## src/source/decoder_pkg.sv

```systemverilog
package decoder_pkg;

    // Decoder stage, driven by the stage controller to every unit and link
    typedef enum logic [2:0] {
        STAGE_IDLE   = 3'd0,
        STAGE_LOAD   = 3'd1,
        STAGE_GROW   = 3'd2,
        STAGE_MERGE  = 3'd3,
        STAGE_REPORT = 3'd4,
        STAGE_CREDIT = 3'd5
    } stage_t;

    // Regular grid, one neighbour on each side of the three axes
    localparam int NEIGHBOR_COUNT = 6;

    // Slot indices in the per-unit neighbour vectors
    localparam int DIR_NORTH = 0;  // x - 1
    localparam int DIR_SOUTH = 1;  // x + 1
    localparam int DIR_WEST  = 2;  // z - 1
    localparam int DIR_EAST  = 3;  // z + 1
    localparam int DIR_DOWN  = 4;  // Previous round
    localparam int DIR_UP    = 5;  // Next round

    // Grown length of one edge.
    // Two bits hold MAX_WEIGHT up to 3, the edge is fully grown at MAX_WEIGHT
    typedef logic [1:0] growth_t;

endpackage

```

## src/source/decoding_graph.sv

```systemverilog
`timescale 1ns/1ps

module decoding_graph #(
    parameter int GRID_WIDTH_X = 3,
    parameter int GRID_WIDTH_Z = 3,
    parameter int GRID_WIDTH_U = 2,
    parameter int MAX_WEIGHT   = 2,
    parameter int GROWTH_STEPS = 2,
    localparam int PU_COUNT    = GRID_WIDTH_X * GRID_WIDTH_Z * GRID_WIDTH_U,
    localparam int ADDR_WIDTH  = (PU_COUNT > 1) ? $clog2(PU_COUNT) : 1
) (
    input  logic                                 clk,
    input  logic                                 reset,
    input  logic                                 meas_valid_i,
    input  logic [GRID_WIDTH_X*GRID_WIDTH_Z-1:0] measurements_i,
    output logic                                 credit_o,
    output logic                                 result_valid_o,
    output logic [PU_COUNT*ADDR_WIDTH-1:0]       roots_o
);
    import decoder_pkg::*;

    stage_t stage;
    logic   shift;      // Round accepted this cycle
    logic   any_busy;   // Some root still moving

    stage_controller #(
        .GRID_WIDTH_U(GRID_WIDTH_U),
        .GROWTH_STEPS(GROWTH_STEPS)
    ) stage_controller_i (
        .clk(clk),
        .reset(reset),
        .meas_valid_i(meas_valid_i),
        .any_busy_i(any_busy),
        .stage_o(stage),
        .shift_o(shift),
        .credit_o(credit_o),
        .result_valid_o(result_valid_o)
    );

    unit_array #(
        .GRID_WIDTH_X(GRID_WIDTH_X),
        .GRID_WIDTH_Z(GRID_WIDTH_Z),
        .GRID_WIDTH_U(GRID_WIDTH_U),
        .MAX_WEIGHT(MAX_WEIGHT),
        .ADDR_WIDTH(ADDR_WIDTH)
    ) unit_array_i (
        .clk(clk),
        .reset(reset),
        .stage_i(stage),
        .shift_i(shift),
        .measurements_i(measurements_i),
        .roots_o(roots_o),
        .any_busy_o(any_busy)
    );

endmodule

```

## src/source/neighbor_link.sv

```systemverilog
`timescale 1ns/1ps

module neighbor_link #(
    parameter int MAX_WEIGHT = 2
) (
    input  logic                clk,
    input  logic                reset,
    input  decoder_pkg::stage_t stage_i,
    input  logic                a_active_i,
    input  logic                b_active_i,
    output logic                fully_grown_o
);
    import decoder_pkg::*;

    localparam growth_t FULL_LENGTH = growth_t'(MAX_WEIGHT);

    growth_t    count_q;
    logic [2:0] grown_sum;  // Count plus both endpoints, up to 5

    // Each active endpoint grows the edge by one
    assign grown_sum = {1'b0, count_q} + 3'(a_active_i) + 3'(b_active_i);

    always_ff @(posedge clk) begin
        if (reset) begin
            count_q <= '0;
        end else if (stage_i == STAGE_IDLE || stage_i == STAGE_LOAD) begin
            count_q <= '0;  // Fresh edge for the next decode
        end else if (stage_i == STAGE_GROW) begin
            if (grown_sum >= 3'(MAX_WEIGHT)) begin
                count_q <= FULL_LENGTH;
            end else begin
                count_q <= grown_sum[1:0];
            end
        end
    end

    assign fully_grown_o = (count_q == FULL_LENGTH);

endmodule

```

## src/source/processing_unit.sv

```systemverilog
`timescale 1ns/1ps

module processing_unit #(
    parameter int                    ADDR_WIDTH = 5,
    parameter logic [ADDR_WIDTH-1:0] PU_ADDRESS = '0
) (
    input  logic                                                clk,
    input  logic                                                reset,
    input  decoder_pkg::stage_t                                 stage_i,
    input  logic                                                shift_i,
    input  logic                                                measurement_i,
    output logic                                                measurement_o,
    input  logic [decoder_pkg::NEIGHBOR_COUNT-1:0][ADDR_WIDTH-1:0] neighbor_root_i,
    input  logic [decoder_pkg::NEIGHBOR_COUNT-1:0]              neighbor_grown_i,
    output logic                                                active_o,
    output logic [ADDR_WIDTH-1:0]                               root_o,
    output logic                                                busy_o
);
    import decoder_pkg::*;

    logic                  defect_q;
    logic                  active_q;
    logic [ADDR_WIDTH-1:0] root_q;
    logic                  busy_q;
    logic [ADDR_WIDTH-1:0] min_root;
    logic                  any_grown;

    // Smallest root over this unit and every fully grown edge
    always_comb begin
        min_root = root_q;
        for (int d = 0; d < NEIGHBOR_COUNT; d++) begin
            if (neighbor_grown_i[d] && (neighbor_root_i[d] < min_root)) begin
                min_root = neighbor_root_i[d];
            end
        end
    end

    assign any_grown = |neighbor_grown_i;

    // Measurement shift stage
    always_ff @(posedge clk) begin
        if (shift_i) begin
            defect_q <= measurement_i;
        end
    end

    always_ff @(posedge clk) begin
        if (reset) begin
            root_q   <= PU_ADDRESS;
            active_q <= 1'b0;
            busy_q   <= 1'b0;
        end else if (shift_i) begin
            // New round arriving, restart as a lone vertex
            root_q   <= PU_ADDRESS;
            active_q <= measurement_i;
            busy_q   <= 1'b0;
        end else begin
            case (stage_i)
                STAGE_LOAD: begin
                    root_q   <= PU_ADDRESS;
                    active_q <= defect_q;
                    busy_q   <= 1'b0;
                end
                STAGE_GROW: begin
                    busy_q <= 1'b1;  // Keeps the first MERGE cycle open
                end
                STAGE_MERGE: begin
                    root_q   <= min_root;
                    active_q <= active_q | any_grown;  // Joined a cluster
                    busy_q   <= (min_root != root_q);
                end
                default: begin
                    busy_q <= 1'b0;
                end
            endcase
        end
    end

    assign measurement_o = defect_q;
    assign active_o      = active_q;
    assign root_o        = root_q;
    assign busy_o        = busy_q;

endmodule

```

## src/source/stage_controller.sv

```systemverilog
`timescale 1ns/1ps

module stage_controller #(
    parameter int GRID_WIDTH_U = 2,
    parameter int GROWTH_STEPS = 2
) (
    input  logic                clk,
    input  logic                reset,
    input  logic                meas_valid_i,
    input  logic                any_busy_i,
    output decoder_pkg::stage_t stage_o,
    output logic                shift_o,
    output logic                credit_o,
    output logic                result_valid_o
);
    import decoder_pkg::*;

    localparam int CNT_WIDTH  = $clog2(GRID_WIDTH_U + 1);
    localparam int STEP_WIDTH = $clog2(GROWTH_STEPS + 1);

    stage_t                stage_q;
    stage_t                stage_d;
    logic [CNT_WIDTH-1:0]  round_q;       // Rounds held in the array
    logic [CNT_WIDTH-1:0]  round_d;
    logic [STEP_WIDTH-1:0] step_q;        // Growth iteration
    logic [STEP_WIDTH-1:0] step_d;
    logic [CNT_WIDTH-1:0]  credit_cnt_q;  // Credits handed back so far
    logic [CNT_WIDTH-1:0]  credit_cnt_d;
    logic                  credit_q;
    logic                  result_valid_q;

    // A returned credit may be spent before the CREDIT stage is over,
    // so rounds are also taken while credits are still going out
    assign shift_o = meas_valid_i &&
                     (stage_q == STAGE_IDLE || stage_q == STAGE_LOAD ||
                      stage_q == STAGE_CREDIT);

    always_comb begin
        stage_d      = stage_q;
        round_d      = round_q + CNT_WIDTH'(shift_o);
        step_d       = step_q;
        credit_cnt_d = credit_cnt_q;

        case (stage_q)
            STAGE_IDLE,
            STAGE_LOAD: begin
                if (round_d == CNT_WIDTH'(GRID_WIDTH_U)) begin
                    // Array full, start the first growth step
                    stage_d = STAGE_GROW;
                    round_d = '0;
                    step_d  = '0;
                end else if (round_d != '0) begin
                    stage_d = STAGE_LOAD;
                end
            end
            STAGE_GROW: begin
                stage_d = STAGE_MERGE;  // One growth cycle per step
            end
            STAGE_MERGE: begin
                // First quiet cycle closes the merge
                if (!any_busy_i) begin
                    if (step_q == STEP_WIDTH'(GROWTH_STEPS - 1)) begin
                        stage_d = STAGE_REPORT;
                    end else begin
                        stage_d = STAGE_GROW;
                        step_d  = step_q + 1'b1;
                    end
                end
            end
            STAGE_REPORT: begin
                stage_d      = STAGE_CREDIT;
                credit_cnt_d = '0;
            end
            STAGE_CREDIT: begin
                if (credit_cnt_q == CNT_WIDTH'(GRID_WIDTH_U - 1)) begin
                    stage_d = STAGE_IDLE;
                end else begin
                    credit_cnt_d = credit_cnt_q + 1'b1;
                end
            end
            default: begin
                stage_d = STAGE_IDLE;
            end
        endcase
    end

    always_ff @(posedge clk) begin
        if (reset) begin
            stage_q        <= STAGE_IDLE;
            round_q        <= '0;
            step_q         <= '0;
            credit_cnt_q   <= '0;
            credit_q       <= 1'b0;
            result_valid_q <= 1'b0;
        end else begin
            stage_q        <= stage_d;
            round_q        <= round_d;
            step_q         <= step_d;
            credit_cnt_q   <= credit_cnt_d;
            credit_q       <= (stage_d == STAGE_CREDIT);  // One credit per CREDIT cycle
            result_valid_q <= (stage_d == STAGE_REPORT);
        end
    end

    assign stage_o        = stage_q;
    assign credit_o       = credit_q;
    assign result_valid_o = result_valid_q;

endmodule

```

## src/source/unit_array.sv

```systemverilog
`timescale 1ns/1ps

module unit_array #(
    parameter int GRID_WIDTH_X = 3,
    parameter int GRID_WIDTH_Z = 3,
    parameter int GRID_WIDTH_U = 2,
    parameter int MAX_WEIGHT   = 2,
    parameter int ADDR_WIDTH   = 5
) (
    input  logic                                                        clk,
    input  logic                                                        reset,
    input  decoder_pkg::stage_t                                         stage_i,
    input  logic                                                        shift_i,
    input  logic [GRID_WIDTH_X*GRID_WIDTH_Z-1:0]                        measurements_i,
    output logic [GRID_WIDTH_X*GRID_WIDTH_Z*GRID_WIDTH_U*ADDR_WIDTH-1:0] roots_o,
    output logic                                                        any_busy_o
);
    import decoder_pkg::*;

    localparam int PER_ROUND = GRID_WIDTH_X * GRID_WIDTH_Z;
    localparam int PU_COUNT  = PER_ROUND * GRID_WIDTH_U;

    logic [PU_COUNT-1:0][ADDR_WIDTH-1:0] root;
    logic [PU_COUNT-1:0]                 active;
    logic [PU_COUNT-1:0]                 busy;
    logic [PU_COUNT-1:0]                 meas_out;
    logic [2:0][PU_COUNT-1:0]            grown_hi;  // Edge to the upper neighbour per axis

    for (genvar u = 0; u < GRID_WIDTH_U; u++) begin : g_u
        for (genvar x = 0; x < GRID_WIDTH_X; x++) begin : g_x
            for (genvar z = 0; z < GRID_WIDTH_Z; z++) begin : g_z
                localparam int IDX = u * PER_ROUND + x * GRID_WIDTH_Z + z;

                logic [NEIGHBOR_COUNT-1:0][ADDR_WIDTH-1:0] nbr_root;
                logic [NEIGHBOR_COUNT-1:0]                 nbr_grown;
                logic                                      meas_in;

                // Rounds enter at the top layer and move down
                if (u == GRID_WIDTH_U - 1) begin : g_top
                    assign meas_in = measurements_i[x * GRID_WIDTH_Z + z];
                end else begin : g_chain
                    assign meas_in = meas_out[IDX + PER_ROUND];
                end

                // Axis 0 is x, 1 is z, 2 is u
                for (genvar a = 0; a < 3; a++) begin : g_axis
                    localparam int POS    = (a == 0) ? x : (a == 1) ? z : u;
                    localparam int SIZE   = (a == 0) ? GRID_WIDTH_X :
                                            (a == 1) ? GRID_WIDTH_Z : GRID_WIDTH_U;
                    localparam int STRIDE = (a == 0) ? GRID_WIDTH_Z : (a == 1) ? 1 : PER_ROUND;
                    localparam int LO_DIR = (a == 0) ? DIR_NORTH : (a == 1) ? DIR_WEST : DIR_DOWN;
                    localparam int HI_DIR = (a == 0) ? DIR_SOUTH : (a == 1) ? DIR_EAST : DIR_UP;

                    if (POS > 0) begin : g_lo
                        assign nbr_root[LO_DIR]  = root[IDX - STRIDE];
                        assign nbr_grown[LO_DIR] = grown_hi[a][IDX - STRIDE];
                    end else begin : g_lo_edge
                        assign nbr_root[LO_DIR]  = root[IDX];  // Never grown
                        assign nbr_grown[LO_DIR] = 1'b0;
                    end

                    // Each unit owns the edge toward its upper neighbour
                    if (POS < SIZE - 1) begin : g_hi
                        assign nbr_root[HI_DIR]  = root[IDX + STRIDE];
                        assign nbr_grown[HI_DIR] = grown_hi[a][IDX];

                        neighbor_link #(
                            .MAX_WEIGHT(MAX_WEIGHT)
                        ) link_i (
                            .clk(clk),
                            .reset(reset),
                            .stage_i(stage_i),
                            .a_active_i(active[IDX]),
                            .b_active_i(active[IDX + STRIDE]),
                            .fully_grown_o(grown_hi[a][IDX])
                        );
                    end else begin : g_hi_edge
                        assign nbr_root[HI_DIR]  = root[IDX];
                        assign nbr_grown[HI_DIR] = 1'b0;
                        assign grown_hi[a][IDX]  = 1'b0;
                    end
                end

                processing_unit #(
                    .ADDR_WIDTH(ADDR_WIDTH),
                    .PU_ADDRESS(ADDR_WIDTH'(IDX))
                ) pu_i (
                    .clk(clk),
                    .reset(reset),
                    .stage_i(stage_i),
                    .shift_i(shift_i),
                    .measurement_i(meas_in),
                    .measurement_o(meas_out[IDX]),
                    .neighbor_root_i(nbr_root),
                    .neighbor_grown_i(nbr_grown),
                    .active_o(active[IDX]),
                    .root_o(root[IDX]),
                    .busy_o(busy[IDX])
                );
            end
        end
    end

    assign roots_o    = root;   // Address order
    assign any_busy_o = |busy;

endmodule
```

## config.mk

```make
export PLATFORM = sky130hd
export DESIGN_NAME = decoding_graph
export DESIGN_NICKNAME = d
export VERILOG_FILES = /design/src/source/decoder_pkg.sv /design/src/source/decoding_graph.sv /design/src/source/neighbor_link.sv /design/src/source/processing_unit.sv /design/src/source/stage_controller.sv /design/src/source/unit_array.sv
export SDC_FILE = /design/constraint.sdc
export NUM_CORES = 1
export LEC_CHECK = 0
export BUFFER_PORTS_ARGS = -buffer_cell sky130_fd_sc_hd__clkbuf_2
export CELL_PAD_IN_SITES_DETAIL_PLACEMENT = 2
export CELL_PAD_IN_SITES_GLOBAL_PLACEMENT = 2
export CORE_UTILIZATION = 35
export CTS_CLUSTER_SIZE = 25
export DETAILED_ROUTE_END_ITERATION = 12
export PLACE_DENSITY = 0.89
export SYNTH_ARGS = -nofsm -noshare
export SYNTH_HDL_FRONTEND = slang
export SYNTH_SLANG_ARGS = --single-unit
```

## constraint.sdc

```tcl
create_clock -name clk -period 8.4 [get_ports clk]
set_input_delay 1.68 -clock clk [delete_from_list [all_inputs] [get_ports clk]]
set_output_delay 1.68 -clock clk [all_outputs]
set_load 0.02 [all_outputs]
```

Yosys cells after proc, flatten, opt, wreduce, memory -nomap -nowiden:

Cells that the tools add are included.
W data, S select, Z words.

* bits in registers: 221
* bits of input ports: 12
* word-level logic and storage cells: 646

* bitwise gates (word level): 18
* $lt $le $gt $ge: 99
* multiplexer cells: 185
* reductions and logical operators: 99
* $add $sub $neg: 69
* eq/ne operators: 65

Operators by type and width (count)
* $lt A5 B5 Y1: 66
* $mux W5: 66
* $pmux W5 S2: 18
* $add A2 B1 Y3: 33
* $add A3 B1 Y3: 33
* $ge A3 B2 Y1 const B: 33
* $ne A5 B5 Y1: 18
* $mux W2: 39
* $pmux W1 S2: 36
* $eq A2 B2 Y1 const B: 34
* $logic_and A1 B1 Y1: 67
* $reduce_or A4 Y1: 8
* $reduce_or A3 Y1: 8
* $mux W1: 18
* $or A1 B1 Y1: 18
* $reduce_or A18 Y1: 1
* $mux W3: 5
* $pmux W3 S5: 1
* $eq A3 B3 Y1 const B: 4
* $reduce_or A5 Y1: 2
* $pmux W2 S2: 2
* $reduce_bool A2 Y1: 4
* $eq A3 B2 Y1 const B: 2
* $ne A2 B2 Y1 const B: 3
* other kinds (11): 16

Depth between registers and ports, before layout:

* word-level depth: 17
* mapped depth: 38
* gate-level depth less buffers: 37

By module:

Synthesis repeated with hierarchy kept, for this count alone.

* cells, all modules: 5237
* area total of the unflattened synthesis: 39892.0 um^2

Modules (own cells, without submodules)
* neighbor_link: area an instance 146.4 um^2, cells each 17, instances 33, seq. area each 40.0 um^2
* processing_unit (unit_array_i.g_u[1].g_x[1].g_z[2].pu_i): area an instance 2090.8 um^2, cells each 277, instances 1, seq. area each 170.2 um^2
* processing_unit (unit_array_i.g_u[0].g_x[0].g_z[1].pu_i): area an instance 2075.7 um^2, cells each 285, instances 1, seq. area each 170.2 um^2
* processing_unit (unit_array_i.g_u[0].g_x[0].g_z[0].pu_i): area an instance 2039.5 um^2, cells each 287, instances 1, seq. area each 170.2 um^2
* processing_unit (unit_array_i.g_u[1].g_x[2].g_z[1].pu_i): area an instance 1999.4 um^2, cells each 272, instances 1, seq. area each 170.2 um^2
* processing_unit (unit_array_i.g_u[1].g_x[1].g_z[1].pu_i): area an instance 1966.9 um^2, cells each 273, instances 1, seq. area each 170.2 um^2
* processing_unit (unit_array_i.g_u[1].g_x[2].g_z[0].pu_i): area an instance 1958.1 um^2, cells each 277, instances 1, seq. area each 170.2 um^2
* processing_unit (unit_array_i.g_u[0].g_x[1].g_z[1].pu_i): area an instance 1955.6 um^2, cells each 238, instances 1, seq. area each 170.2 um^2
* processing_unit (unit_array_i.g_u[0].g_x[2].g_z[1].pu_i): area an instance 1955.6 um^2, cells each 277, instances 1, seq. area each 170.2 um^2
* processing_unit (unit_array_i.g_u[0].g_x[2].g_z[0].pu_i): area an instance 1941.9 um^2, cells each 246, instances 1, seq. area each 170.2 um^2
* processing_unit (unit_array_i.g_u[0].g_x[1].g_z[2].pu_i): area an instance 1930.6 um^2, cells each 256, instances 1, seq. area each 170.2 um^2
* processing_unit (unit_array_i.g_u[1].g_x[1].g_z[0].pu_i): area an instance 1899.3 um^2, cells each 249, instances 1, seq. area each 170.2 um^2
* processing_unit (unit_array_i.g_u[1].g_x[0].g_z[1].pu_i): area an instance 1876.8 um^2, cells each 247, instances 1, seq. area each 170.2 um^2
* processing_unit (unit_array_i.g_u[0].g_x[1].g_z[0].pu_i): area an instance 1870.5 um^2, cells each 249, instances 1, seq. area each 170.2 um^2
* +7 rows

Worst setup path before layout:

No wires, ideal clock.

* path kind: register -> register
* from: register unit_array_i.g_u[1].g_x[0].g_z[1].pu_i.root_q[1]
* to: register unit_array_i.g_u[1].g_x[1].g_z[1].pu_i.busy_q
* data required time: 8266 ps
* stages on the path, launching flop included: 36
* period minus slack after synthesis: 8218 ps
* slack: 182 ps
* arrival time: 8084 ps
* path through: dfxtp_1 clkinv_1 ha_1 and4_2 a21oi_2 nand2_1 a21oi_1 ha_1 or3_1 o221ai_1 a311o_1 a21oi_2 a21oi_1 mux2i_1 inv_1 ha_1 a311o_1 a31oi_1 o21ai_1 a21oi_1 mux2i_1 ha_1 a311o_1 and2b_1 a2bb2oi_1 o21a_1 a31oi_2 mux2i_1 ha_1 a21o_1 a211o_1 or2_2 buf_6 nor3_1 o211a_1 a41oi_2

* word-level cells in the longest chain between the ends: 17

RTL lines
* from (decl): line processing_unit.sv:23 `logic [ADDR_WIDTH-1:0] root_q;`
* from (signal assigned): line processing_unit.sv:68 `root_q <= min_root;`
* $lt A5 B5 Y1: line processing_unit.sv:32 `if (neighbor_grown_i[d] && (neighbor_root_i[d] < min_root)) begin`
* $logic_and A1 B1 Y1: line processing_unit.sv:32
* $mux W5 (*): line processing_unit.sv:32
* $lt A5 B5 Y1: line processing_unit.sv:32
* $logic_and A1 B1 Y1: line processing_unit.sv:32
* $mux W5 (*): line processing_unit.sv:32
* $lt A5 B5 Y1: line processing_unit.sv:32
* $logic_and A1 B1 Y1: line processing_unit.sv:32
* $mux W5 (*): line processing_unit.sv:32
* $lt A5 B5 Y1: line processing_unit.sv:32
* $logic_and A1 B1 Y1: line processing_unit.sv:32
* $mux W5 (*): line processing_unit.sv:32
* $lt A5 B5 Y1: line processing_unit.sv:32
* $logic_and A1 B1 Y1: line processing_unit.sv:32
* $mux W5 (*): line processing_unit.sv:32
* $ne A5 B5 Y1 (*): line processing_unit.sv:70 `busy_q <= (min_root != root_q);`
* $pmux W1 S2 (*): line processing_unit.sv:58 `case (stage_i)`
* to (signal assigned): line processing_unit.sv:70
* to (decl): line processing_unit.sv:24 `logic busy_q;`

Every way passes the cells marked *; elsewhere a longest branch is shown, timed or not.
A chain may end at the register's enable or synchronous reset.

Final worst setup path:

* from: register unit_array_i.g_u[0].g_x[0].g_z[1].pu_i.root_q[1]
* to: register unit_array_i.g_u[0].g_x[1].g_z[1].pu_i.busy_q

* word-level cells in the longest chain between the ends: 17

RTL lines (line)
* from (decl): processing_unit.sv:23
* from (signal assigned): processing_unit.sv:68
* $lt A5 B5 Y1: processing_unit.sv:32
* $logic_and A1 B1 Y1: processing_unit.sv:32
* $mux W5 (*): processing_unit.sv:32
* $lt A5 B5 Y1: processing_unit.sv:32
* $logic_and A1 B1 Y1: processing_unit.sv:32
* $mux W5 (*): processing_unit.sv:32
* $lt A5 B5 Y1: processing_unit.sv:32
* $logic_and A1 B1 Y1: processing_unit.sv:32
* $mux W5 (*): processing_unit.sv:32
* $lt A5 B5 Y1: processing_unit.sv:32
* $logic_and A1 B1 Y1: processing_unit.sv:32
* $mux W5 (*): processing_unit.sv:32
* $lt A5 B5 Y1: processing_unit.sv:32
* $logic_and A1 B1 Y1: processing_unit.sv:32
* $mux W5 (*): processing_unit.sv:32
* $ne A5 B5 Y1 (*): processing_unit.sv:70
* $pmux W1 S2 (*): processing_unit.sv:58
* to (signal assigned): processing_unit.sv:70
* to (decl): processing_unit.sv:24

Marked as above.

==> flow_summary.ini <==
[power_and_ir_drop]
p_leak_nw = 10.9
peakVddDrop_mv = 0.164
power_per_cell_area_nw_per_um2 = 147
finalPower_mw = 3.76

[die]
die_h_um = 255
num_rows = 92
die-area_um2 = 64900
die_w_um = 255
start_util_pct = 35.5
io_pins = 104
core-area_um2 = 63100

[flow_run]
cap_violations = 0

[placement]
port_buffers = 103
dpl.hpwl_mm = 79.8
globalplace.congestion = 0.952
placedCellCount = 3685
place_ws_ns = -0.326

[clock_network]
clk-insertion-delay-late_ns = 0.64
cts_buffers = 30
cts_buffer_depth = 3
root_buffer = clkbuf_16
cts.sinks = 221
cts_tree = done
postCtsHoldBufs = 0
clk_pin_slew_ns = 0.06
htree_levels = 1

[synthesis]
syn-mean-instance-area_um2 = 8.10
synth_edf_count = 18
synth-seq-cells = 221
yosys.area.top_type_share_pct = 18.2
synth_flop_cell = dfxtp_1
yosys.area.top_type = dfxtp_1
netlist_instances = 2760
ys_seq_area_share_pct = 20.6
async_reset_ff_share_pct = 0
synth_fp_nets = 3105
yosys-top-cells-area = dfxtp_1 (18%), ha_1 (17%), mux2i_1 (6.6%)
yosys_warnings = 0
yosysUniqueCellTypes = 108
syn_area_um2 = 22400

[routing]
wl_met1_mm = 43.4
drc = 0
wirelength_mm = 112
wl_per_cell_um = 29.7
top_layer = met4
wl_met2_mm = 53.6
wl_met3_mm = 7.45
via_count = 23700
first_pass_iters = 5
drtIter0Drc = 1602
antenna_left = 0
routed_via_density = 6.30

[cells_and_area]
nets = 3235
fin_util_pct = 40.6
drive_above_1_share_pct = 14.3
area_growth_pct = 14.5
instances_no_fill = 3762

[worst_setup_path]
arrival_ns = 8.96
critPathMostFrequentCell = ha_1
cp.required_ns = 8.89
end_kind = flip-flop
cpPeakStageDelay_ns = 0.47
slowest_stage = o41a_1
critPathMaxFanout = 9
start_kind = flip-flop
setup.worst_path.class = flip-flop to flip-flop

[global_routing]
grt_use_total_pct = 32.9
grt_max_degree = 100
grt_pass1_wl_mm = 162
antenna_found_initial = 4
grt_pass1_vias = 26100
grt_remaining_overflow = 0

[sta]
fin_skew_ns = 0.0224
hold_slack_ns = 0.461
min_period_ns = 8.47
clock.fmax_ghz = 0.118
grt_setup_unrepaired = true
setup-violations-final = 1
max-slew-margin-rel_pct = 21.7
min_period_over_period_pct = 101
worst_pin_slew_ns = 1.17
hold_viol = 0
slew_violations = 0
fin_ws_ns = -0.0705

[worst_hold_path]
hold_path.class = flip-flop to flip-flop

[run_status]
status = complete, but fails checks
violations = negative setup slack
[Yosys cell counts (all sizes together) (10+ instances only)]
master and n:
nor4 15, nand3 16, nand3b 39, or2 12
ha 300, mux2 47, o21a 45, o21bai 13
nand4 14, xnor2 61, nor2 217, or3 23
dfxtp 203, a21oi 221, a211o 21, o221ai 25
a211oi 69, inv 274, o22ai 29, o21ai 110
nor3b 36, a2bb2oi 12, a21o 47, nand2 217
buf 29, nor2b 23, fa 33, nor3 51
mux2i 149, a31oi 35, o2111ai 10, xor2 12
nand2b 34, a22oi 37, a41oi 20, clkbuf 97
and3 15, o211ai 18, edfxtp 18
[where the power goes]
group	total, mW	switching, mW	leakage (nW)	internal (mW)
registers	1.20	0.0571	1.82	1.14
clock network	1.41	0.587	0.506	0.818
logic	1.16	0.811	8.56	0.348
[worst paths after layout]
check | endpoint | slack [ns] | cells after the start
max | unit_array_i.g_u[0].g_x[1].g_z[1].pu_i.busy_o | -0.07 | 33
min | flip-flop | 0.46 | 2
max reg2reg | unit_array_i.g_u[0].g_x[1].g_z[1].pu_i.busy_o | -0.07 | 33
min reg2reg | flip-flop | 0.46 | 2
[placed cells by master, fill, tap and decap left out, types with 19 or more instances in the layout]
master / instances
dfxtp_1: 202
inv_1: 273
a211oi_1: 62
mux2i_1: 140
a211o_1: 21
xnor2_1: 61
clkbuf_16: 30
buf_4: 121
mux2_2: 41
fa_1: 33
nor3_1: 49
nor2_1: 211
nand2b_1: 30
clkbuf_2: 103
a21oi_1: 208
or3_1: 21
nand2_1: 216
nor2b_1: 22
nand3b_1: 39
nor3b_1: 35
a21o_1: 47
o221ai_1: 24
a22oi_1: 37
o21ai_0: 96
ha_1: 296
a41oi_1: 19
o21a_1: 44
o22ai_1: 28
a31oi_1: 31
[layer usage]
layer  vias to the layer above  GRT usage, %
met5                         -             0
met4                         0          20.7
met3                       447          5.55
met2                      1018          57.0
met1                     12000          37.6
li1                      10200             -
[area by class of cell]
type / count / area [um2]
diodes: 2 / 5.00
clock buffers: 45 / 887
clock inverters: 11 / 154
fillers: 7155 / 37500
inverters: 277 / 1040
multi-input cells: 2135 / 16400
flip-flops and latches: 221 / 4610
well taps: 846 / 1060
repair buffers: 225 / 1440
[per-stage QoR]
step | instance area, um2 | setup TNS (ns)
after floorplan | 22400 | 0
after global placement | 24200 | 0
after detailed placement | 24200 | -0.347
after CTS | 25300 | 0
after global routing | 25600 | -0.995
final | 25600 | -0.0705
[cells by family (layout without fill, tap and decap cells)]
group,count (synthesis),after routing,share of synthesized area (%)
compound gates,797,797,24.5
simple gates,733,734,15.9
buf+inv,405,558,7.14
fa+ha+maj,335,335,19.8
flops,221,221,20.6
mux,196,196,9.14
xor+xnor,73,73,2.86
other cells,0,2,0
[sequential cells by signal, summed over array words and instances, names as in the netlist]
name	count
unit_array_i.g_u.g_x.g_z.pu_i.measurement_o	18
unit_array_i.g_u.g_x.g_z.pu_i.active_o	18
stage_controller_i.credit_o	1
stage_controller_i.round_q	2
stage_controller_i.result_valid_o	1
stage_controller_i.stage_o	3
stage_controller_i.credit_cnt_q	2
unit_array_i.g_u.g_x.g_z.pu_i.busy_o	18
unit_array_i.g_u.g_x.g_z.g_axis.g_hi.link_i.count_q	66
unit_array_i.g_u.g_x.g_z.pu_i.root_o	90
stage_controller_i.step_q	2
[worst max-delay path, delay by kind of cell (launching register included)]
family	cells	cell delay, ns
buffers and inverters	3	0.29
adders and majority gates	5	1.48
AOI/OAI and AO/OA	17	4.06
muxes	4	1.21
and+or+nand+nor	4	0.93
DFF	1	0.35
[what timing repair did]
item | in CTS | in global routing
setup buffers | 2 | 16
setup endpoints to repair | 7 | 20
gates resized for setup | 11 | 35
cloned | 0 | 1
pin swaps | 1 | 9
hold endpoints to repair | 0 | 0
Note: power is estimated with default switching activity, not from simulation.
